===== src/source/subsys_config.svh =====
// Region bases compare against address bits 15:12 only, and each CCM window must fit its offset
`ifndef SUBSYS_CONFIG_SVH
`define SUBSYS_CONFIG_SVH

// ===========================================================================
// Bus geometry
// ===========================================================================
`define AHB_ADDR_W   16   // Byte address, 64 KiB space
`define AHB_DATA_W   32

// Word-address bits per memory window (256 words each)
`define CCM_WORDS_W  8

// ===========================================================================
// Region select values of haddr[15:12]
// ===========================================================================
`define DCCM_BASE     4'h0
`define ICCM_BASE     4'h4
`define SOC_IFC_BASE  4'hC

`endif


===== src/source/subsys_pkg.sv =====
// Responder indices and register map of the SoC interface block; offsets are word indices

package subsys_pkg;

    // ========================================================================
    // Data-phase responder select
    // ========================================================================
    typedef enum logic [1:0] {
        RESP_DCCM    = 2'd0,
        RESP_ICCM    = 2'd1,
        RESP_SOC_IFC = 2'd2
    } resp_idx_e;

    // ========================================================================
    // SoC interface registers, byte offset is index * 4
    // ========================================================================
    typedef enum logic [2:0] {
        REG_ICCM_LOCK   = 3'd0,   // Set-only lock
        REG_GENERIC_OUT = 3'd1,
        REG_GENERIC_IN  = 3'd2,   // Read only
        REG_INTR_STATUS = 3'd3,   // Write 1 to clear
        REG_INTR_EN     = 3'd4
    } soc_reg_e;

    // Blocked ICCM access, in both status and enable
    localparam int INTR_BLOCKED_BIT = 0;

endpackage


===== src/source/soc_ifc_regs.sv =====
// Word-only register writes; the ICCM lock can be released only by reset
`include "subsys_config.svh"

module soc_ifc_regs (
    input  logic                     clk,
    input  logic                     rst_i,
    input  logic                     hsel_i,
    input  logic [`AHB_ADDR_W-5:0]   offset_i,
    input  logic                     hwrite_i,
    input  logic [`AHB_DATA_W-1:0]   hwdata_i,
    output logic [`AHB_DATA_W-1:0]   hrdata_o,
    output logic                     hreadyout_o,
    input  logic                     iccm_blocked_i,
    input  logic [`AHB_DATA_W-1:0]   generic_input_i,
    output logic [`AHB_DATA_W-1:0]   generic_output_o,
    output logic                     iccm_lock_o,
    output logic                     irq_o
);
    import subsys_pkg::*;

    localparam int REG_IDX_W = $bits(soc_reg_e);

    logic                   reg_hit;
    soc_reg_e               reg_sel;
    logic                   wr_lock;
    logic                   wr_gen;
    logic                   wr_sts;
    logic                   wr_en;

    logic                   wr_pend_q;
    logic                   hit_q;
    soc_reg_e               reg_q;

    logic                   iccm_lock_q;
    logic [`AHB_DATA_W-1:0] gen_out_q;
    logic                   intr_sts_q;
    logic                   intr_sts_d;
    logic                   intr_en_q;
    logic                   intr_en_d;
    logic                   irq_q;

    // Offsets past the last register read as zero
    assign reg_hit = (offset_i[`AHB_ADDR_W-5:REG_IDX_W+2] == '0);
    assign reg_sel = soc_reg_e'(offset_i[REG_IDX_W+1:2]);

    // ========================================================================
    // Address phase capture
    // ========================================================================
    always_ff @(posedge clk) begin
        if (rst_i) begin
            wr_pend_q <= 1'b0;
            hit_q     <= 1'b0;
        end else begin
            wr_pend_q <= hsel_i && hwrite_i && reg_hit;
            hit_q     <= hsel_i && reg_hit;
        end
    end

    always_ff @(posedge clk) begin
        if (hsel_i) begin
            reg_q <= reg_sel;
        end
    end

    assign wr_lock = wr_pend_q && (reg_q == REG_ICCM_LOCK);
    assign wr_gen  = wr_pend_q && (reg_q == REG_GENERIC_OUT);
    assign wr_sts  = wr_pend_q && (reg_q == REG_INTR_STATUS);
    assign wr_en   = wr_pend_q && (reg_q == REG_INTR_EN);

    // ========================================================================
    // Interrupt next state
    // ========================================================================
    always_comb begin
        intr_en_d  = intr_en_q;
        intr_sts_d = intr_sts_q;
        if (wr_en) begin
            intr_en_d = hwdata_i[INTR_BLOCKED_BIT];
        end
        if (wr_sts && hwdata_i[INTR_BLOCKED_BIT]) begin
            intr_sts_d = 1'b0;
        end
        if (iccm_blocked_i) begin
            intr_sts_d = 1'b1;   // New event beats a clear
        end
    end

    always_ff @(posedge clk) begin
        if (rst_i) begin
            iccm_lock_q <= 1'b0;
            gen_out_q   <= '0;
            intr_sts_q  <= 1'b0;
            intr_en_q   <= 1'b0;
            irq_q       <= 1'b0;
        end else begin
            if (wr_lock && hwdata_i[0]) begin
                iccm_lock_q <= 1'b1;   // Sticky until reset
            end
            if (wr_gen) begin
                gen_out_q <= hwdata_i;
            end
            intr_sts_q <= intr_sts_d;
            intr_en_q  <= intr_en_d;
            irq_q      <= intr_sts_d && intr_en_d;   // One cycle after the pulse
        end
    end

    // Read mux, data phase
    always_comb begin
        hrdata_o = '0;
        if (hit_q) begin
            case (reg_q)
                REG_ICCM_LOCK:   hrdata_o[0] = iccm_lock_q;
                REG_GENERIC_OUT: hrdata_o = gen_out_q;
                REG_GENERIC_IN:  hrdata_o = generic_input_i;
                REG_INTR_STATUS: hrdata_o[INTR_BLOCKED_BIT] = intr_sts_q;
                REG_INTR_EN:     hrdata_o[INTR_BLOCKED_BIT] = intr_en_q;
                default:         hrdata_o = '0;
            endcase
        end
    end

    assign hreadyout_o      = 1'b1;
    assign generic_output_o = gen_out_q;
    assign iccm_lock_o      = iccm_lock_q;
    assign irq_o            = irq_q;

endmodule


===== config.mk =====
export PLATFORM = sky130hd
export DESIGN_NAME = soc_ifc_regs
export DESIGN_NICKNAME = d
export VERILOG_FILES = /design/src/source/subsys_pkg.sv /design/src/source/soc_ifc_regs.sv
export VERILOG_INCLUDE_DIRS = /design/src /design/src/source
export SDC_FILE = /design/constraint.sdc
export NUM_CORES = 1
export LEC_CHECK = 0
export BUFFER_PORTS_ARGS = -buffer_cell sky130_fd_sc_hd__buf_2
export CAP_MARGIN = 20
export CORE_MARGIN = 2
export CORE_UTILIZATION = 25
export CTS_CLUSTER_DIAMETER = 100
export DETAILED_ROUTE_END_ITERATION = 8
export GPL_TIMING_DRIVEN = 0
export SETUP_SLACK_MARGIN = 0.02
export SLEW_MARGIN = 10
export SYNTH_ARGS = -nofsm -noshare
export SYNTH_HDL_FRONTEND = slang
export SYNTH_SLANG_ARGS = --single-unit

===== constraint.sdc =====
create_clock -name clk -period 2.95 [get_ports clk]
set_input_delay 0.1475 -clock clk [delete_from_list [all_inputs] [get_ports clk]]
set_output_delay 0.1475 -clock clk [all_outputs]
set_load 0.01 [all_outputs]

# [Word-level counts from Yosys, hierarchy flattened]
# Index checks and enable logic that the tools add are counted.
[op_classes] n_eq_ne=4 muxes=6 n_shift=0 reduce_logical=12 magnitude_cmp=0 div=0 add_sub_neg=0 multipliers=0 bitwise_logic=0
[ops] operator="case mux 31 bit (2 select lines)" n=1
[ops] operator="2-to-1 mux 32 bit" n=1
[ops] operator="logical AND 1 bit" n=10
[ops] operator="zero test 7 bit" n=1
[ops] operator="equality test 3 x 2 -> 1 bit (second input constant)" n=2
[ops] operator="case mux 1 bit (5 select lines)" n=1
[ops] operator="equality test 3 x 1 -> 1 bit (second input constant)" n=1
[ops] operator="equality test 3 bit (second input constant)" n=1
[ops] operator="zero test 3 bit" n=1
[ops] operator="2-to-1 mux 1 bit" n=3
[word_totals] output_inout_bits=67 regBits=41 romBits=0 inputBits=81 mem_bits_rw=0 word_cells=30 latch_bits=0 memories=0

# [Logic depth before layout (Yosys ltp)]
[depth] ltp_word=6 mapped_depth=5 mapped_depth_nobuf=3

# [Worst setup path after synthesis]
# No wires, ideal clock.
[synth_path] kind="reg-to-output" start="reg reg_q[2]" end="out hrdata_o[10]" t_required_ns=2.803 arrival_time_ns=1.205 n_path_buf=1 path_stages_with_launch=5 setup_slack_ns=1.597 cell_sequence="edfxtp_1 -> nor3b_2 -> buf_2 -> a22oi_1 -> nor2b_1"
[synth_via] elab_chain_len=3 word_cells_on_any_way=4 classes_between="eq/ne (2); mux (2)"
[synth_rtl] item="start: declaration" line="soc_ifc_regs.sv:32" text="soc_reg_e reg_q;"
[synth_rtl] item="start signal: assignment" line="soc_ifc_regs.sv:61" text="reg_q <= reg_sel;"
[synth_rtl] item="equality test 3 x 2 -> 1 bit / equality test 3 x 1 -> 1 bit (equally long branches)" line="soc_ifc_regs.sv:111" text="case (reg_q)"
[synth_rtl] item="case mux 31 bit (2 select lines) (*)" line="soc_ifc_regs.sv:111"
[synth_rtl] item="2-to-1 mux 32 bit (*)" line="soc_ifc_regs.sv:110" text="if (hit_q) begin"
[synth_rtl] item="end: declaration" line="soc_ifc_regs.sv:11" text="output logic [`AHB_DATA_W-1:0] hrdata_o,"
# Mark *: on every way between the ends. The rest lies on a longest branch, timed or not.

# [Worst setup path in the final report]
[layout_path] start="reg reg_q[0]" end="out hrdata_o[24]"
# Same word-level chain as after synthesis.

==> metrics.yaml <==
setup_path:
  endpoint: "hrdata_o[24]"
  regToRegSetupSlack_ps: 1540
  arrival_ps: 1820
  r2r-start: "reg_q[1]"
  ff2ff_path_depth: 5
  r2r-end: "generic_output_o[3]"
  crit_path_max_fanout: 10
  worstPathRequired_ps: 2800
  critPathKind: "flop to output pin"
  setup.worst_path.start: "reg_q[0]"
  end_kind: "output pin"
  critPathLaunchType: "flop"
sta:
  setup_tns_ps: 0
  rsz0062_at_grt: "false"
  period_share: 0.6677
  drv_slew: 0
  setup-violations-final: 0
  timing.final.crit_period_ps: 1970
  holdWs_ps: 35.58
  worst_pin_slew_ps: 535.5
  final_hold_viol_count: 0
  slew_headroom: 0.6430
  finClkSkew_ps: 8.624
  clock.fmax_ghz: 0.5077
job:
  drv_cap: 0
placement:
  dp_hpwl_mm: 5.066
  placed_area_sq_um: 2843
  port_buffers: 143
  routabilityCongestion: 0.6948
detailed_routing:
  drc: 0
  wl_mm: 6.705
  via_count: 2277
  drt_iter0_drc: 73
  wire_per_inst_um: 13.41
  drtPass1Iterations: 4
  drtAntennaViolNets: 0
  viasPerCell: 4.554
clock_network:
  hold_buffers: 0
  clk_pin_slew_worst_paths_ps: 70
  cts_buffers: 5
  clock_path_buffers: 2
  cts_max_level: 2
  worstSkewPairLatency_ps: 290
  cts_setup_buffers: 0
  post_cts_resize_count: 0
  cts_sinks: 41
  tritoncts: "built"
  cts-root-buf: "clkbuf_8"
grt:
  grt_usage: 0.1510
  gr-total-overflow: 0
  antenna_found_initial: 0
  grt_start_max_net_pins: 12
  grt_pass1_wl_mm: 10.34
  first_global_vias: 2161
cells_and_area:
  final_nets: 479
  synthToLayoutAreaGrowth_pct: 46.50
  postLayoutCellArea_sq_um: 2929
  drive_gt1_frac: 0.4221
  antenna_cells: 0
logic_synthesis:
  synthArstFlopShare: 0
  synth_fp_nets: 329
  ys_ff_latch: 41
  syn_area_sq_um: 1999
  synth_edf_count: 3
  yosysUniqueCellTypes: 28
  syn_avg_cell_area_sq_um: 8.062
  yosysWarnings: 0
  ys.flop_type: "dfxtp_1"
  syn-instance-count: 248
  ys_seq_area_frac: 0.4255
status:
  status: "complete, no violations"
power_and_ir_drop:
  ir_worst_vdd_v: 0.0001795
  p_per_area_nw_per_um2: 358.0
  power_leakage_nw: 1.296
  total_power_mw: 1.049
die:
  placeableCoreArea_sq_um: 7727
  num_rows: 32
  dieWidth_um: 93.43
  die_y_um: 93.43
  initial_core_util: 0.2587
  io-pin-count: 148
  die_area_sq_um: 8729
min_path:
  hold_class: "primary input to flop"
## metrics by stage
step / util / setup WS (ps) / std cells
floorplan: - / 1597 / 248
global placement: 0.3679 / 1243 / 493
detailed placement: 0.3679 / 1249 / 493
CTS: 0.3790 / 916.6 / 500
global route: 0.3790 / 754.5 / 500
finish: 0.3790 / 980.2 / 500
## Yosys cell counts, types with 2 or more instances
cell       n  area, sq um
nand2_1   66        247.7
dfxtp_1   38        760.7
nor4bb_1   2        20.02
a22oi_1   31        232.7
nor2_1     5        18.77
clkbuf_1   7        26.28
buf_2     11        55.05
edfxtp_1   3        90.09
a21oi_1   32        160.2
nor3b_2    2        25.02
nor2b_1   32        200.2
buf_6      3        33.78
## cell families after synthesis
logic type,synth area share
flip-flops,0.4255
AO/OA/AOI/OAI,0.2034
AND/OR/NAND/NOR,0.2897
other,0.001876
buffers and inverters,0.06320
multiplexers,0.01627
## final cells by class
cell class,count,area [sq um]
well taps,102,127.6
fillers,832,4798
plain buffers,22,122.6
clock buffers,7,86.33
repair buffers,143,715.7
inverters,1,3.754
flip-flops and latches,41,850.8
multi-input cells,184,1022
## critical path: stages (launching register included)
cell and delay (ps):
edfxtp_1 510, nor3b_2 360, buf_2 310, a22oi_1 100, nor2b_1 120, buf_2 140
## how the worst min path moves through the flow
stage	slack, ps	from	to	cells past startpoint
final	40	offset_i[2]	reg_q[0]	1
after global routing	20	offset_i[2]	reg_q[0]	1
after CTS	20	offset_i[2]	reg_q[0]	1
after detailed placement	330	offset_i[2]	reg_q[0]	1
after global placement	320	offset_i[2]	reg_q[0]	1
after floorplan	220	offset_i[5]	wr_pend_q	1
## cells in the final DEF, fill, tap and decap left out
cell,n
inv_1,1
dfxtp_1,38
nand4_1,1
nor4_1,1
buf_2,154
nor4bb_1,2
buf_4,1
conb_1,1
a21oi_1,32
nand4bb_1,1
clkbuf_1,8
nor2_1,5
a31oi_1,1
and4bb_2,1
nor3b_2,2
edfxtp_1,3
nand3_1,1
mux4_2,1
clkbuf_8,6
nor4b_1,1
nor3_1,1
nor2b_1,32
mux2i_1,1
buf_6,3
a22oi_1,31
nand2b_1,1
and2_1,1
a211oi_1,1
nand2_1,66
## flip-flops by register name (all words and copies together) (netlist names)
signal            flops
intr_sts_q            1
iccm_lock_o           1
reg_q                 3
wr_pend_q             1
irq_o                 1
hit_q                 1
generic_output_o     32
intr_en_q             1
## metal layers
metal | routed length (um) | global-route usage
met1 | 3019 | 0.1962
met5 | 0 | 0
met3 | 471 | 0.03707
met4 | 15 | 0.03309
met2 | 3198 | 0.2530
## where the power goes
| group | internal (mW) | switching, mW |
|---|---|---|
| sequential | 0.564 | 0.00769 |
| clock | 0.186 | 0.186 |
| combinational | 0.0547 | 0.0504 |
| total | 0.805 | 0.244 |
No activity file was read; power rests on OpenSTA's default activity.
