[src/source/subsys_config.svh]
// Region bases compare against address bits 15:12 only, and each CCM window must fit its offset
`ifndef SUBSYS_CONFIG_SVH
`define SUBSYS_CONFIG_SVH

// ===========================================================================
// Bus geometry
// ===========================================================================
`define AHB_ADDR_W   16   // Byte address, 64 KiB space
`define AHB_DATA_W   32

// Word-address bits per memory window (256 words each)
`define CCM_WORDS_W  8

// ===========================================================================
// Region select values of haddr[15:12]
// ===========================================================================
`define DCCM_BASE     4'h0
`define ICCM_BASE     4'h4
`define SOC_IFC_BASE  4'hC

`endif

[src/source/ahb_pkg.sv]
// AHB-Lite types for a single-initiator fabric; bursts, protection and locked transfers are absent
`include "subsys_config.svh"

package ahb_pkg;

    // Transfer type, AMBA encoding
    typedef enum logic [1:0] {
        HTRANS_IDLE   = 2'b00,
        HTRANS_BUSY   = 2'b01,
        HTRANS_NONSEQ = 2'b10,
        HTRANS_SEQ    = 2'b11
    } htrans_e;

    // Only the three sizes up to the bus width
    typedef enum logic [2:0] {
        HSIZE_BYTE = 3'b000,
        HSIZE_HALF = 3'b001,
        HSIZE_WORD = 3'b010
    } hsize_e;

    // Same address word, seen by the decoder or by a memory window
    typedef union packed {
        struct packed {
            logic [3:0]                          region;   // Selects the responder
            logic [`AHB_ADDR_W-5:0]              offset;
        } dec;
        struct packed {
            logic [3:0]                          unused;
            logic [`AHB_ADDR_W-`CCM_WORDS_W-7:0] rsvd;     // Above the window, ignored
            logic [`CCM_WORDS_W-1:0]             word_idx;
            logic [1:0]                          byte_off;
        } mem;
    } bus_addr_u;

endpackage

[src/source/subsys_pkg.sv]
// Responder indices and register map of the SoC interface block; offsets are word indices

package subsys_pkg;

    // ========================================================================
    // Data-phase responder select
    // ========================================================================
    typedef enum logic [1:0] {
        RESP_DCCM    = 2'd0,
        RESP_ICCM    = 2'd1,
        RESP_SOC_IFC = 2'd2
    } resp_idx_e;

    // ========================================================================
    // SoC interface registers, byte offset is index * 4
    // ========================================================================
    typedef enum logic [2:0] {
        REG_ICCM_LOCK   = 3'd0,   // Set-only lock
        REG_GENERIC_OUT = 3'd1,
        REG_GENERIC_IN  = 3'd2,   // Read only
        REG_INTR_STATUS = 3'd3,   // Write 1 to clear
        REG_INTR_EN     = 3'd4
    } soc_reg_e;

    // Blocked ICCM access, in both status and enable
    localparam int INTR_BLOCKED_BIT = 0;

endpackage

[src/source/ahb_decoder.sv]
// Responders must never stall (readyout tied high); errors come only from this decoder
`include "subsys_config.svh"

module ahb_decoder (
    input  logic                     clk,
    input  logic                     rst_i,

    // Initiator side
    input  ahb_pkg::bus_addr_u       haddr_i,
    input  ahb_pkg::htrans_e         htrans_i,
    input  logic                     hwrite_i,
    input  ahb_pkg::hsize_e          hsize_i,
    input  logic [`AHB_DATA_W-1:0]   hwdata_i,
    output logic [`AHB_DATA_W-1:0]   hrdata_o,
    output logic                     hready_o,
    output logic                     hresp_o,

    // ICCM protection
    input  logic                     iccm_lock_i,
    output logic                     iccm_blocked_o,

    // Responder side
    output logic                     ccm_sel_o,
    output logic                     ccm_iccm_o,
    output logic                     soc_sel_o,
    output logic [`AHB_ADDR_W-5:0]   resp_offset_o,
    output logic                     resp_write_o,
    output ahb_pkg::hsize_e          resp_size_o,
    output logic [`AHB_DATA_W-1:0]   resp_wdata_o,
    input  logic [`AHB_DATA_W-1:0]   ccm_rdata_i,
    input  logic                     ccm_ready_i,
    input  logic [`AHB_DATA_W-1:0]   soc_rdata_i,
    input  logic                     soc_ready_i
);
    import ahb_pkg::*;
    import subsys_pkg::*;

    logic      accept;
    logic      hit_dccm;
    logic      hit_iccm;
    logic      hit_soc;
    logic      iccm_denied;
    logic      bad_access;
    logic      dphase_ready;

    logic      dvalid_q;      // A responder owns the data phase
    resp_idx_e dsel_q;
    logic      err_first_q;
    logic      err_second_q;
    logic      blocked_q;

    // ========================================================================
    // Address phase
    // ========================================================================
    assign accept = hready_o && (htrans_i == HTRANS_NONSEQ || htrans_i == HTRANS_SEQ);

    assign hit_dccm    = (haddr_i.dec.region == `DCCM_BASE);
    assign hit_iccm    = (haddr_i.dec.region == `ICCM_BASE);
    assign hit_soc     = (haddr_i.dec.region == `SOC_IFC_BASE);
    assign iccm_denied = hit_iccm && iccm_lock_i;

    // Unmapped, or ICCM while locked
    assign bad_access = accept && !(hit_dccm || hit_soc || (hit_iccm && !iccm_lock_i));

    assign ccm_sel_o  = accept && (hit_dccm || (hit_iccm && !iccm_lock_i));
    assign ccm_iccm_o = hit_iccm;   // Bank select inside the shared memory
    assign soc_sel_o  = accept && hit_soc;

    assign resp_offset_o = haddr_i.dec.offset;
    assign resp_write_o  = hwrite_i;
    assign resp_size_o   = hsize_i;
    assign resp_wdata_o  = hwdata_i;   // Already data-phase aligned

    // ========================================================================
    // Data phase tracking and error sequence
    // ========================================================================
    always_ff @(posedge clk) begin
        if (rst_i) begin
            dvalid_q     <= 1'b0;
            dsel_q       <= RESP_DCCM;
            err_first_q  <= 1'b0;
            err_second_q <= 1'b0;
            blocked_q    <= 1'b0;
        end else begin
            if (hready_o) begin
                dvalid_q <= ccm_sel_o || soc_sel_o;
                if (soc_sel_o) begin
                    dsel_q <= RESP_SOC_IFC;
                end else if (hit_iccm) begin
                    dsel_q <= RESP_ICCM;
                end else begin
                    dsel_q <= RESP_DCCM;
                end
            end
            err_first_q  <= bad_access;
            err_second_q <= err_first_q;
            blocked_q    <= bad_access && iccm_denied;   // Only in the first error cycle
        end
    end

    // Response mux
    always_comb begin
        hrdata_o     = '0;
        dphase_ready = 1'b1;
        if (dvalid_q) begin
            case (dsel_q)
                RESP_DCCM, RESP_ICCM: begin
                    hrdata_o     = ccm_rdata_i;
                    dphase_ready = ccm_ready_i;
                end
                RESP_SOC_IFC: begin
                    hrdata_o     = soc_rdata_i;
                    dphase_ready = soc_ready_i;
                end
                default: begin
                    hrdata_o     = '0;
                    dphase_ready = 1'b1;
                end
            endcase
        end
    end

    assign hresp_o        = err_first_q || err_second_q;
    assign hready_o       = !err_first_q && dphase_ready;   // Low only in first error cycle
    assign iccm_blocked_o = blocked_q;

endmodule

[config.mk]
export PLATFORM = sky130hd
export DESIGN_NAME = ahb_decoder
export DESIGN_NICKNAME = d
export VERILOG_FILES = /design/src/source/ahb_pkg.sv /design/src/source/subsys_pkg.sv /design/src/source/ahb_decoder.sv
export VERILOG_INCLUDE_DIRS = /design/src /design/src/source
export SDC_FILE = /design/constraint.sdc
export NUM_CORES = 1
export LEC_CHECK = 0
export ABC_AREA = 1
export BUFFER_PORTS_ARGS = -buffer_cell sky130_fd_sc_hd__buf_2
export CAP_MARGIN = 30
export CORE_AREA = 5 5 78 80
export CTS_CLUSTER_SIZE = 30
export DETAILED_ROUTE_END_ITERATION = 10
export DIE_AREA = 0 0 83 85
export GPL_TIMING_DRIVEN = 0
export HOLD_SLACK_MARGIN = 0.03
export PLACE_DENSITY = 0.74
export SLEW_MARGIN = 30
export SYNTH_ARGS = -nofsm -noshare
export SYNTH_HDL_FRONTEND = slang
export SYNTH_SLANG_ARGS = --single-unit
[constraint.sdc]
create_clock -name clk -period 2 [get_ports clk]
set_input_delay 0.3 -clock clk [delete_from_list [all_inputs] [get_ports clk]]
set_output_delay 0.3 -clock clk [all_outputs]
set_load 0.01 [all_outputs]
Word-level counts from Yosys, hierarchy flattened
Index checks and enable logic that the tools add are counted.
{"block": "totals", "reg_bits": 6, "in_bits": 123, "output_inout_bits": 86, "wordCells": 37}
{"block": "classes", "n_eq_ne": 6, "muxes": 6, "reduce_logical": 20}
{"cell": "$pmux 32 s2", "count": 1}
{"cell": "$mux 32", "count": 1}
{"cell": "$logic_and 1x1->1", "count": 8}
{"cell": "$eq 2x2->1 const B", "count": 3}
{"cell": "$logic_or 1x1->1", "count": 6}
{"cell": "$eq 4x3->1 const B", "count": 1}
{"cell": "$eq 4x4->1 const B", "count": 1}
{"cell": "$logic_not 4->1", "count": 1}
{"cell": "$logic_not 1->1", "count": 3}
{"cell": "$eq 2x1->1 const B", "count": 1}
{"cell": "$logic_not 2->1", "count": 1}
{"cell": "$mux 1", "count": 2}
{"cell": "$mux 2", "count": 1}
{"cell": "$pmux 1 s2", "count": 1}
{"cell": "$reduce_or 2->1", "count": 1}

Depth between registers and ports, before layout
Gate-level depths: netlist of run 1.
{"block": "logic_depth", "depth_word": 8, "ltp_mapped": 7, "depth_no_buf": 7}

Worst setup path after synthesis of run 1
Ideal clock, no wire load.
{"block": "synth_path", "path_type": "flip-flop to output port", "start": "register dsel_q[1]", "end": "output port ccm_sel_o", "t_arrival_ns": 1.076, "t_required_ns": 1.700, "slack_ns": 0.624, "stages_incl_launch_ff": 7, "path_buffers": 1, "cell_sequence": "dfxtp_1 -> buf_6 -> or2_1 -> nand2_2 -> a21oi_2 -> nand2_1 -> nor2_1"}
{"block": "synth_between", "elab_chain_cells": 7, "word_cells_on_any_way": 9, "cone_classes": "eq/ne (2); mux (2); reduce/logical (5)"}
{"element": "from (decl)", "line_no": "ahb_decoder.sv:47", "source": "resp_idx_e dsel_q;"}
{"element": "from (signal assigned)", "line_no": "ahb_decoder.sv:80", "source": "dsel_q <= RESP_DCCM;"}
{"element": "from (signal assigned)", "line_no": "ahb_decoder.sv:88", "source": "dsel_q <= RESP_SOC_IFC;"}
{"element": "from (signal assigned)", "line_no": "ahb_decoder.sv:90", "source": "dsel_q <= RESP_ICCM;"}
{"element": "$eq 2x1->1 / $logic_not 2->1 (equally long branches)", "line_no": "ahb_decoder.sv:106", "source": "case (dsel_q)"}
{"element": "$reduce_or 2->1", "line_no": "ahb_decoder.sv:106"}
{"element": "$pmux 1 s2 *", "line_no": "ahb_decoder.sv:106"}
{"element": "$mux 1 *", "line_no": "ahb_decoder.sv:105", "source": "if (dvalid_q) begin"}
{"element": "$logic_and 1x1->1 *", "line_no": "ahb_decoder.sv:124", "source": "assign hready_o = !err_first_q && dphase_ready;"}
{"element": "named net hready_o", "line_no": "ahb_decoder.sv:15", "source": "output logic hready_o,"}
{"element": "$logic_and 1x1->1 *", "line_no": "ahb_decoder.sv:55", "source": "assign accept = hready_o && (htrans_i == HTRANS_NONSEQ || htrans_i == HTRANS_SEQ);"}
{"element": "$logic_and 1x1->1 *", "line_no": "ahb_decoder.sv:65", "source": "assign ccm_sel_o = accept && (hit_dccm || (hit_iccm && !iccm_lock_i));"}
{"element": "to (decl)", "line_no": "ahb_decoder.sv:23", "source": "output logic ccm_sel_o,"}
The timed path passes the listed nets; every way through them passes the cells marked *.

Worst setup path after layout of run 1
{"block": "layout_path", "start": "register dsel_q[0]", "end": "output port hrdata_o[28]"}
{"block": "layout_between", "elab_chain_cells": 4, "word_cells_on_any_way": 6, "cone_classes": "eq/ne (2); mux (2); reduce/logical (2)"}
{"element": "$eq 2x1->1 / $logic_not 2->1 (equally long branches)", "line_no": "ahb_decoder.sv:106"}
{"element": "$reduce_or 2->1", "line_no": "ahb_decoder.sv:106"}
{"element": "$pmux 32 s2 *", "line_no": "ahb_decoder.sv:106"}
{"element": "$mux 32 *", "line_no": "ahb_decoder.sv:105"}
{"element": "to (decl)", "line_no": "ahb_decoder.sv:14", "source": "output logic [`AHB_DATA_W-1:0] hrdata_o,"}
Mark *: on every way between the ends. The rest lies on a longest branch, timed or not.

==> results of run 1 <==
metal layers:
metal,up-vias,share of wire,wire length [um],global-route usage
met5,-,0,0,0
met4,0,0.0089,48,0.0282
met3,4,0.090,485,0.0398
met2,100,0.53,2860,0.251
met1,796,0.37,2020,0.149
li1,941,-,-,-
where the power goes:
group          switching (W)  leakage (nW)  total (W)  internal (W)
logic               0.000134          1.24   0.000307      0.000173
registers         0.00000242        0.0488   0.000127      0.000125
clock network      0.0000481        0.0216   0.000177      0.000129
total               0.000184          1.31   0.000611      0.000427
logic make-up (layout without fill, tap and decap cells):
logic type,after synthesis,in the layout
buffers and inverters,71,233
AOI/OAI and AO/OA,36,36
and+or+nand+nor,91,91
DFF,6,6
how the worst max path moves through the flow:
stage                    to                   start  depth (start not counted)  slack [ns]
2_1_floorplan     ccm_sel_o  dsel_q[1]$_SDFFE_PP0P_                          6        0.62
3_3_place_gp    hrdata_o[9]  dsel_q[1]$_SDFFE_PP0P_                          5        0.42
3_5_place_dp   hrdata_o[28]  dsel_q[0]$_SDFFE_PP0P_                          5        0.40
4_1_cts        hrdata_o[28]  dsel_q[0]$_SDFFE_PP0P_                          5        0.16
5_1_grt        hrdata_o[29]  dsel_q[0]$_SDFFE_PP0P_                          5       0.001
6_report       hrdata_o[28]  dsel_q[0]$_SDFFE_PP0P_                          5        0.19
cells in the mapped netlist:
| master | count |
|---|---|
| buf_2 | 4 |
| buf_4 | 48 |
| dfxtp_1 | 6 |
| nand2_1 | 41 |
| clkbuf_1 | 6 |
| nand3_1 | 35 |
| nor3_1 | 1 |
| or2_1 | 1 |
| nand4_1 | 2 |
| inv_1 | 10 |
| nor2_1 | 7 |
| nand2_2 | 3 |
| buf_6 | 1 |
| o21ai_0 | 1 |
| buf_1 | 2 |
| a21oi_2 | 1 |
| a21oi_1 | 34 |
| or2_2 | 1 |
per-stage QoR:
step / utilization / hold WS, ns
after floorplan: - / 0.369
after global placement: 0.385 / 0.466
after detailed placement: 0.385 / 0.476
after CTS: 0.392 / 0.293
after global routing: 0.392 / 0.303
final: 0.392 / 0.295
critical path: stages (launching register included):
cell and delay, ns:
dfxtp_1 0.30, inv_1 0.15, buf_1 0.38, nand3_1 0.13, a21oi_1 0.17, buf_2 0.16
flip-flops by register name, summed over array words and instances, names as in the netlist:
register        count
dvalid_q            1
err_first_q         1
iccm_blocked_o      1
err_second_q        1
dsel_q              2
layout make-up:
cell class	instances	area share
buffer	61	0.201
clock buffer	3	0.0197
inverter	10	0.0179
multi-input combinational	127	0.281
sequential	6	0.0573
tap	72	0.0430
timing repair buffer	159	0.380
==> out/qor.csv, run 1 <==
metric,value,unit
Die X-Extent,83,um
nets,491,
Final WS setup,0.193,ns
Mean Syn Cell Area,5.72,sq um
initial antenna violation count,0,
most frequent cells in the layout,"buf_2 (163), buf_4 (48), nand2_1 (41), nand3_1 (35), a21oi_1 (34)",
main combinational cell family by area after synthesis,buffers and inverters,
placed cell areas,0.00205,sq mm
dominant cells by area after synthesis,"buf_4 (31%), nand3_1 (15%), a21oi_1 (15%)",
fmax,0.554,GHz
Worst setup SP type,flip-flop,
TritonCTS clock tree,yes,
Cell Count Post-Placement,435,
minimum clock period,1.81,ns
post-synthesis compound-gate area fraction,0.158,
register area share after synthesis,0.103,
GP Congestion,0.773,
Clock Latency Late Sink,0.22,ns
HP Start,rst_i,
Max Cap Viol,0,
footprint of the multi-input gates,588,sq um
vias per inst,4.20,
peak supply drop,0.183,mV
Sink Count,6,
RR Endpoint,dsel_q[1]$_SDFFE_PP0P_,
R2R Setup Slk,0.85,ns
DRT Pass-1 Iters,4,
synth warn,0,
port bufs,159,
dpl ws,0.401,ns
IO Count,209,
Num CTS Buffers,3,
Avg WL per Cell,12.4,um
Worst Setup End Kind,output pin,
Clock Path Buffers,2,
CTS root buf,clkbuf_8,
min-delay worst type,primary input to flip-flop,
fin cells,438,
Area Overhead vs Synth,79.4,%
status,completed,
Overflow after GRT,0,
"Net Count, Synth",327,
fillcell total,622,
Syn Inst Count,204,
vias in the first global route,1716,
via count,1841,
CP max FO,10,
"commonest non-fill, non-tap cell in the layout",buf_2,
clock skew,0.000211,ns
cts hold-fix bufs,0,
reg2reg start,dsel_q[1]$_SDFFE_PP0P_,
share of Yosys cell area claimed by the top area cell type,0.309,
Reg2Reg Depth,7,
critical path type,flip-flop to output pin,
Synth Cell Area,0.00117,sq mm
PD cells,292,mW/mm^2
Final Hold Fails,0,
Die ar.,0.00706,sq mm
clock-pin slew on the worst setup and hold paths,0.03,ns
Overall Global Routing Usage,0.134,
post-synthesis simple-gate area fraction,0.346,
Worst EP arrival,1.51,ns
Routed Antenna Nets,0,
FF+latch area,120,sq um
drt drc,0,
post-synth cell types,18,
post-route clock period utilization,0.903,
hold path endpoint,dvalid_q$_SDFFE_PP0P_,
required time of the critical path,1.70,ns
Post-DP HPWL,4730,um
Post-Layout Inst Area,0.00209,sq mm
first-pass GRT wire length,8070,um
XOR/XNOR Fraction of Synth Area,0,
Slew @ Worst Pin,0.465,ns
number of core rows,27,
Rel. slew slack,0.690,
CTS resizes,0,
synthesized flop and latch total,6,
max-slew violation count,0,
Synth Area in Adders,0,
mux share of post-synthesis cell area,0,
H-tree depth,1,
largest net degree at the start of global routing,11,
largest area contributor in the netlist,buf_4,
Core Area,0.00534,sq mm
total power,0.000611,W
LEAKAGE,1.31,nW
drt first-iter violations,38,
DRT Wirelength,5420,um
Die Y,85,um
post-CTS setup buffers,0,
antenna cell count,0,
share of layout cells above drive strength 1,0.601,
RSZ-0062 raised after global routing,false,
Starting Density,0.219,
final setup vio count,0,
Hold Crit Depth,2,
setup_tns,0,ns
No activity file was read; power rests on OpenSTA's default activity.
==> run 2, diff against run 1 <==
ABC_AREA = not set   (was 1)
CTS_CLUSTER_SIZE = not set   (was 30)
PLACE_DENSITY = 0.82   (was 0.74)
==> out/qor.csv, run 2 <==
metric,value,unit,change
status,completed,,
number of synthesized flops with an enable pin,0,,unchanged
Area Overhead vs Synth,59.6,%,
share of Yosys cell area claimed by the top area cell type,0.241,,-0.0681
PD cells,271,mW/mm^2,-7.1%
cts hold-fix bufs,0,,unchanged
RSZ-0062 raised after global routing,false,,
Die Y,85,um,unchanged
largest net degree at the start of global routing,11,,unchanged
main combinational cell family by area after synthesis,simple AND/OR/NAND/NOR gates,,
GP Congestion,0.801,,+3.7%
XOR/XNOR Fraction of Synth Area,0,,unchanged
dominant cells by area after synthesis,"buf_4 (24%), a21oi_2 (17%), nor2b_2 (17%)",,
Worst EP arrival,1.59,ns,+0.08 ns
Syn Inst Count,193,,-5.4%
total power,0.000675,W,+10%
Seq pwr share,0.189,,-0.019
Synth top cells by count,"buf_4 (50), a21oi_2 (30), nor2b_2 (30)",,
max-slew violation count,0,,unchanged
fin cells,427,,-2.5%
internal power,0.000470,W,+10%
vias per inst,4.19,,-0.32%
Reg with most FFs,dsel_q,,
ys async rst share,0,,unchanged
Worst setup SP type,flip-flop,,
Rel. slew slack,0.750,,+0.0596
port bufs,159,,unchanged
TritonCTS clock tree,yes,,
via count,1789,,-2.8%
largest area contributor in the netlist,buf_4,,
Avg WL per Cell,12.4,um,+0.49%
post-synth cell types,28,,+10
Die ar.,0.00706,sq mm,unchanged
most frequent cells in the layout,"buf_2 (160), buf_4 (50), a21oi_2 (30), nor2b_2 (30), nor2b_1 (21)",,
Core Area,0.00534,sq mm,unchanged
Die X-Extent,83,um,unchanged
H-tree depth,1,,unchanged
CTS root buf,clkbuf_8,,
"commonest non-fill, non-tap cell in the layout",buf_2,,
vias in the first global route,1842,,+7.3%
Overall Global Routing Usage,0.132,,-0.00224
Cell Count Post-Placement,424,,-2.5%
mux share of post-synthesis cell area,0,,unchanged
clock-pin slew on the worst setup and hold paths,0.04,ns,about the same
share of layout cells above drive strength 1,0.794,,+0.193
setup_tns,0,ns,unchanged
peak supply drop,0.341,mV,+86%
Sink Count,6,,unchanged
drt first-iter violations,10,,-74%
CP max FO,10,,unchanged
final setup vio count,0,,unchanged
clock group share of total power,0.258,,-0.032
switch share,0.304,,+0.00204
top-count cell post-synth,buf_4,,
Starting Density,0.292,,+0.0736
clock skew,0.00176,ns,+0.00154 ns
ys flop type,dfxtp_1,,
minimum clock period,1.89,ns,+0.0878 ns
switching power total,0.000205,W,+11%
Num CTS Buffers,3,,unchanged
Synth Area in Adders,0,,unchanged
Largest register FFs,2,,unchanged
register area share after synthesis,0.0770,,-0.0259
nets,480,,-2.2%
Worst Setup End Kind,output pin,,
post-route clock period utilization,0.947,,+0.0439
drt drc,0,,unchanged
Slew @ Worst Pin,0.375,ns,-0.0899 ns
Final Hold Fails,0,,unchanged
required time of the critical path,1.70,ns,about the same
placed cell areas,0.00245,sq mm,+19%
Post-Layout Inst Area,0.00249,sq mm,+19%
Clock Path Buffers,2,,unchanged
Overflow after GRT,0,,unchanged
post-synthesis compound-gate area fraction,0.201,,+0.0437
antenna cell count,0,,unchanged
post-synthesis simple-gate area fraction,0.427,,+0.0812
DRT Pass-1 Iters,4,,unchanged
Comb pwr share,0.553,,+0.050
critical path type,flip-flop to output pin,,
LEAKAGE,1.33,nW,+1.9%
first-pass GRT wire length,8080,um,+0.16%
initial antenna violation count,0,,unchanged
Mean Syn Cell Area,8.08,sq um,+41%
Clock Latency Late Sink,0.21,ns,about the same
Post-DP HPWL,4710,um,-0.30%
min-delay worst type,primary input to flip-flop,,
Routed Antenna Nets,0,,unchanged
fmax,0.528,GHz,-4.6%
number of core rows,27,,unchanged
Max Cap Viol,0,,unchanged
synth warn,0,,unchanged
synthesized flop and latch total,6,,unchanged
IO Count,209,,unchanged
"Net Count, Synth",316,,-3.4%
DRT Wirelength,5310,um,-2.0%
Synth Cell Area,0.00156,sq mm,+34%
-- run 2: worst max-delay path, cell delays in order (launching register included) --
cell and delay [ns]:
dfxtp_1 0.54, nor2b_1 0.18, buf_4 0.18, buf_12 0.16
a21oi_2 0.06, nor2b_2 0.11, buf_2 0.15
-- run 2: cells by family (layout without fill, tap and decap cells) --
group	count (synthesis)	in the layout
simple gates	90	90
buf+inv	59	221
compound gates	38	38
flops	6	6
-- run 2: cell type report --
class,count,area [sq um]
buffer,59,462
clock buffer,3,41.3
fill,554,2850
multi-input combinational,128,981
sequential,6,120
tap,72,90.1
timing repair buffer,159,796
-- run 2: worst paths after layout --
kind,slack [ns],end,cells after the start,startpoint
worst max-delay path,0.11,hrdata_o[21],6,dsel_q[1]$_SDFFE_PP0P_
worst min-delay path,0.34,dsel_q[0]$_SDFFE_PP0P_,2,rst_i
worst max register to register,0.66,dsel_q[0]$_SDFFE_PP0P_,4,dsel_q[1]$_SDFFE_PP0P_
worst min register to register,0.54,dsel_q[0]$_SDFFE_PP0P_,2,dsel_q[0]$_SDFFE_PP0P_
-- run 2: stage by stage --
stage / util / hold WS, ns / setup WS, ns
after CTS: 0.466 / 0.326 / 0.00484
final: 0.466 / 0.345 / 0.106
after floorplan: - / 0.369 / 0.633
after global placement: 0.458 / 0.505 / 0.285
after detailed placement: 0.458 / 0.532 / 0.246
after global routing: 0.466 / 0.341 / 0.0232
-- run 2: what timing repair did --
item,CTS,global route
setup endpoints to repair,0,12
resized for setup,0,4
setup buffers,0,0
-- run 2: power groups by stage --
stage	logic [W]	registers [W]	clock network [W]
final	0.000373	0.000128	0.000174
after global routing	0.000408	0.000128	0.000190
after CTS	0.000378	0.000128	0.000180
after detailed placement	0.000377	0.000130	0
after global placement	0.000369	0.000129	0
after floorplan	0.000220	0.000128	0
-- run 2: layer usage --
| layer | track usage | up-vias | wire (um) |
|---|---|---|---|
| met5 | 0 | - | 0 |
| met4 | 0.0193 | 0 | 23 |
| met3 | 0.0485 | 2 | 591 |
| met2 | 0.251 | 113 | 2710 |
| met1 | 0.141 | 768 | 1980 |
| li1 | - | 906 | - |
==> run 3, diff against run 2 <==
==> constraint.sdc (replaced) <==
create_clock -name clk -period 2 [get_ports clk]
set_input_delay 0 -clock clk [delete_from_list [all_inputs] [get_ports clk]]
set_output_delay 0 -clock clk [all_outputs]
set_load 0.01 [all_outputs]
==> out/qor.csv, run 3 (synthesis results as in run 2) <==
metric,value,unit,change
Num CTS Buffers,3,,unchanged
Post-DP HPWL,4710,um,unchanged
fin cells,428,,+0.23%
IO Count,209,,unchanged
required time of the critical path,2.00,ns,+0.30 ns
Final WS setup,0.316,ns,+0.211 ns
TritonCTS clock tree,yes,,
vias in the first global route,1846,,+0.22%
Core Area,0.00534,sq mm,unchanged
"commonest non-fill, non-tap cell in the layout",buf_2,,
DRT Pass-1 Iters,4,,unchanged
clock-pin slew on the worst setup and hold paths,0.04,ns,about the same
PD cells,271,mW/mm^2,about the same
Starting Density,0.292,,unchanged
Clock Path Buffers,2,,unchanged
Die ar.,0.00706,sq mm,unchanged
post-route clock period utilization,0.842,,-0.105
via count,1798,,+0.50%
Slew @ Worst Pin,0.377,ns,+0.00198 ns
status,completed,,
GP Congestion,0.801,,unchanged
number of core rows,27,,unchanged
drt drc,0,,unchanged
Routed Antenna Nets,0,,unchanged
Avg WL per Cell,12.4,um,about the same
largest net degree at the start of global routing,11,,unchanged
CTS resizes,0,,unchanged
share of layout cells above drive strength 1,0.787,,-0.00785
Clock Latency Late Sink,0.21,ns,about the same
final setup vio count,0,,unchanged
RSZ-0062 raised after global routing,false,,
R2R Setup Slk,0.66,ns,about the same
clock skew,0.00176,ns,unchanged
H-tree depth,1,,unchanged
max-slew violation count,0,,unchanged
port bufs,159,,unchanged
minimum clock period,1.68,ns,-0.211 ns
Worst setup SP type,flip-flop,,
Hold WS,0.0468,ns,-0.298 ns
antenna cell count,0,,unchanged
Cell Count Post-Placement,424,,unchanged
CP max stage cell,dfxtp_1,,
drt first-iter violations,11,,+1
dpl ws,0.546,ns,+0.300 ns
fmax,0.594,GHz,+13%
Rel. slew slack,0.749,,-0.000977
initial antenna violation count,0,,unchanged
fillcell total,554,,unchanged
Overall Global Routing Usage,0.132,,unchanged
Worst EP arrival,1.68,ns,+0.09 ns
Max Cap Viol,0,,unchanged
Worst Setup End Kind,output pin,,
most frequent cells in the layout,"buf_2 (160), buf_4 (50), a21oi_2 (30), nor2b_2 (30), nor2b_1 (21)",,
max incr delay on CP,0.53,ns,about the same
setup_tns,0,ns,unchanged
critical path's top delay family,flip-flops,,
LEAKAGE,1.33,nW,-0.20%
Overflow after GRT,0,,unchanged
CTS root buf,clkbuf_8,,
vias per inst,4.20,,+0.27%
final core utilization,0.468,,+0.00141
nets,481,,+0.21%
cells along the critical path,"clkbuf_1, and2b_1, a21oi_2, nor2b_2, buf_2",,
DRT Wirelength,5320,um,+0.25%
Die X-Extent,83,um,unchanged
Final Hold Fails,0,,unchanged
min-delay worst type,primary input to flip-flop,,
Area Overhead vs Synth,60.1,%,
Die Y,85,um,unchanged
peak supply drop,0.341,mV,about the same
first-pass GRT wire length,8080,um,unchanged
Reg with most FFs,dsel_q,,
CP max FO,10,,unchanged
critical path type,flip-flop to output pin,,
Sink Count,6,,unchanged
Largest register FFs,2,,unchanged
Buf/Inv on CP,2,,-1
-- run 3: stage by stage --
step	instance area (sq um)	total power, W
after global placement	2450	0.000499
after CTS	2500	0.000687
after detailed placement	2450	0.000507
after global routing	2500	0.000728
after floorplan	1560	0.000348
final	2500	0.000676
-- run 3: power by group --
part           total, W  switching [W]  internal (W)
Sequential     0.000128     0.00000385      0.000124
Clock          0.000174      0.0000451      0.000129
Combinational  0.000375       0.000156      0.000218
Total          0.000676       0.000205      0.000471
-- run 3: final cells by class --
type | instances | area, sq um | area share
clock buffer | 3 | 41.3 | 0.0165
sequential | 6 | 120 | 0.0481
buffer | 59 | 459 | 0.184
timing repair buffer | 160 | 806 | 0.323
multi-input combinational | 128 | 981 | 0.393
tap | 72 | 90.1 | 0.0361
-- run 3: worst register-to-register path, cell delays in order, from the launching register on --
cell and delay (ns):
dfxtp_1 0.53, buf_2 0.32, nor3b_1 0.08, o21ai_0 0.19
a21oi_1 0.09
-- run 3: what timing repair did --
item | CTS | global route
hold endpoints to repair | 2 | 0
hold buffers | 1 | 0
buffers inserted | 0 | 0
-- run 3: path summary, 6_finish.rpt --
path                                from                         to  cells after the start
setup / recovery  dsel_q[1]$_SDFFE_PP0P_                hrdata_o[5]                      5
hold / removal               iccm_lock_i  iccm_blocked_o$_SDFF_PP0_                      3
setup reg to reg  dsel_q[1]$_SDFFE_PP0P_     dsel_q[0]$_SDFFE_PP0P_                      4
hold reg to reg   dsel_q[0]$_SDFFE_PP0P_     dsel_q[0]$_SDFFE_PP0P_                      2
-- run 3: layer usage --
metal	share of wire	up-vias	global-route usage
met5	0	-	0
met2	0.51	117	0.251
met4	0.0043	0	0.0193
met1	0.37	771	0.141
met3	0.11	2	0.0485
li1	-	908	-
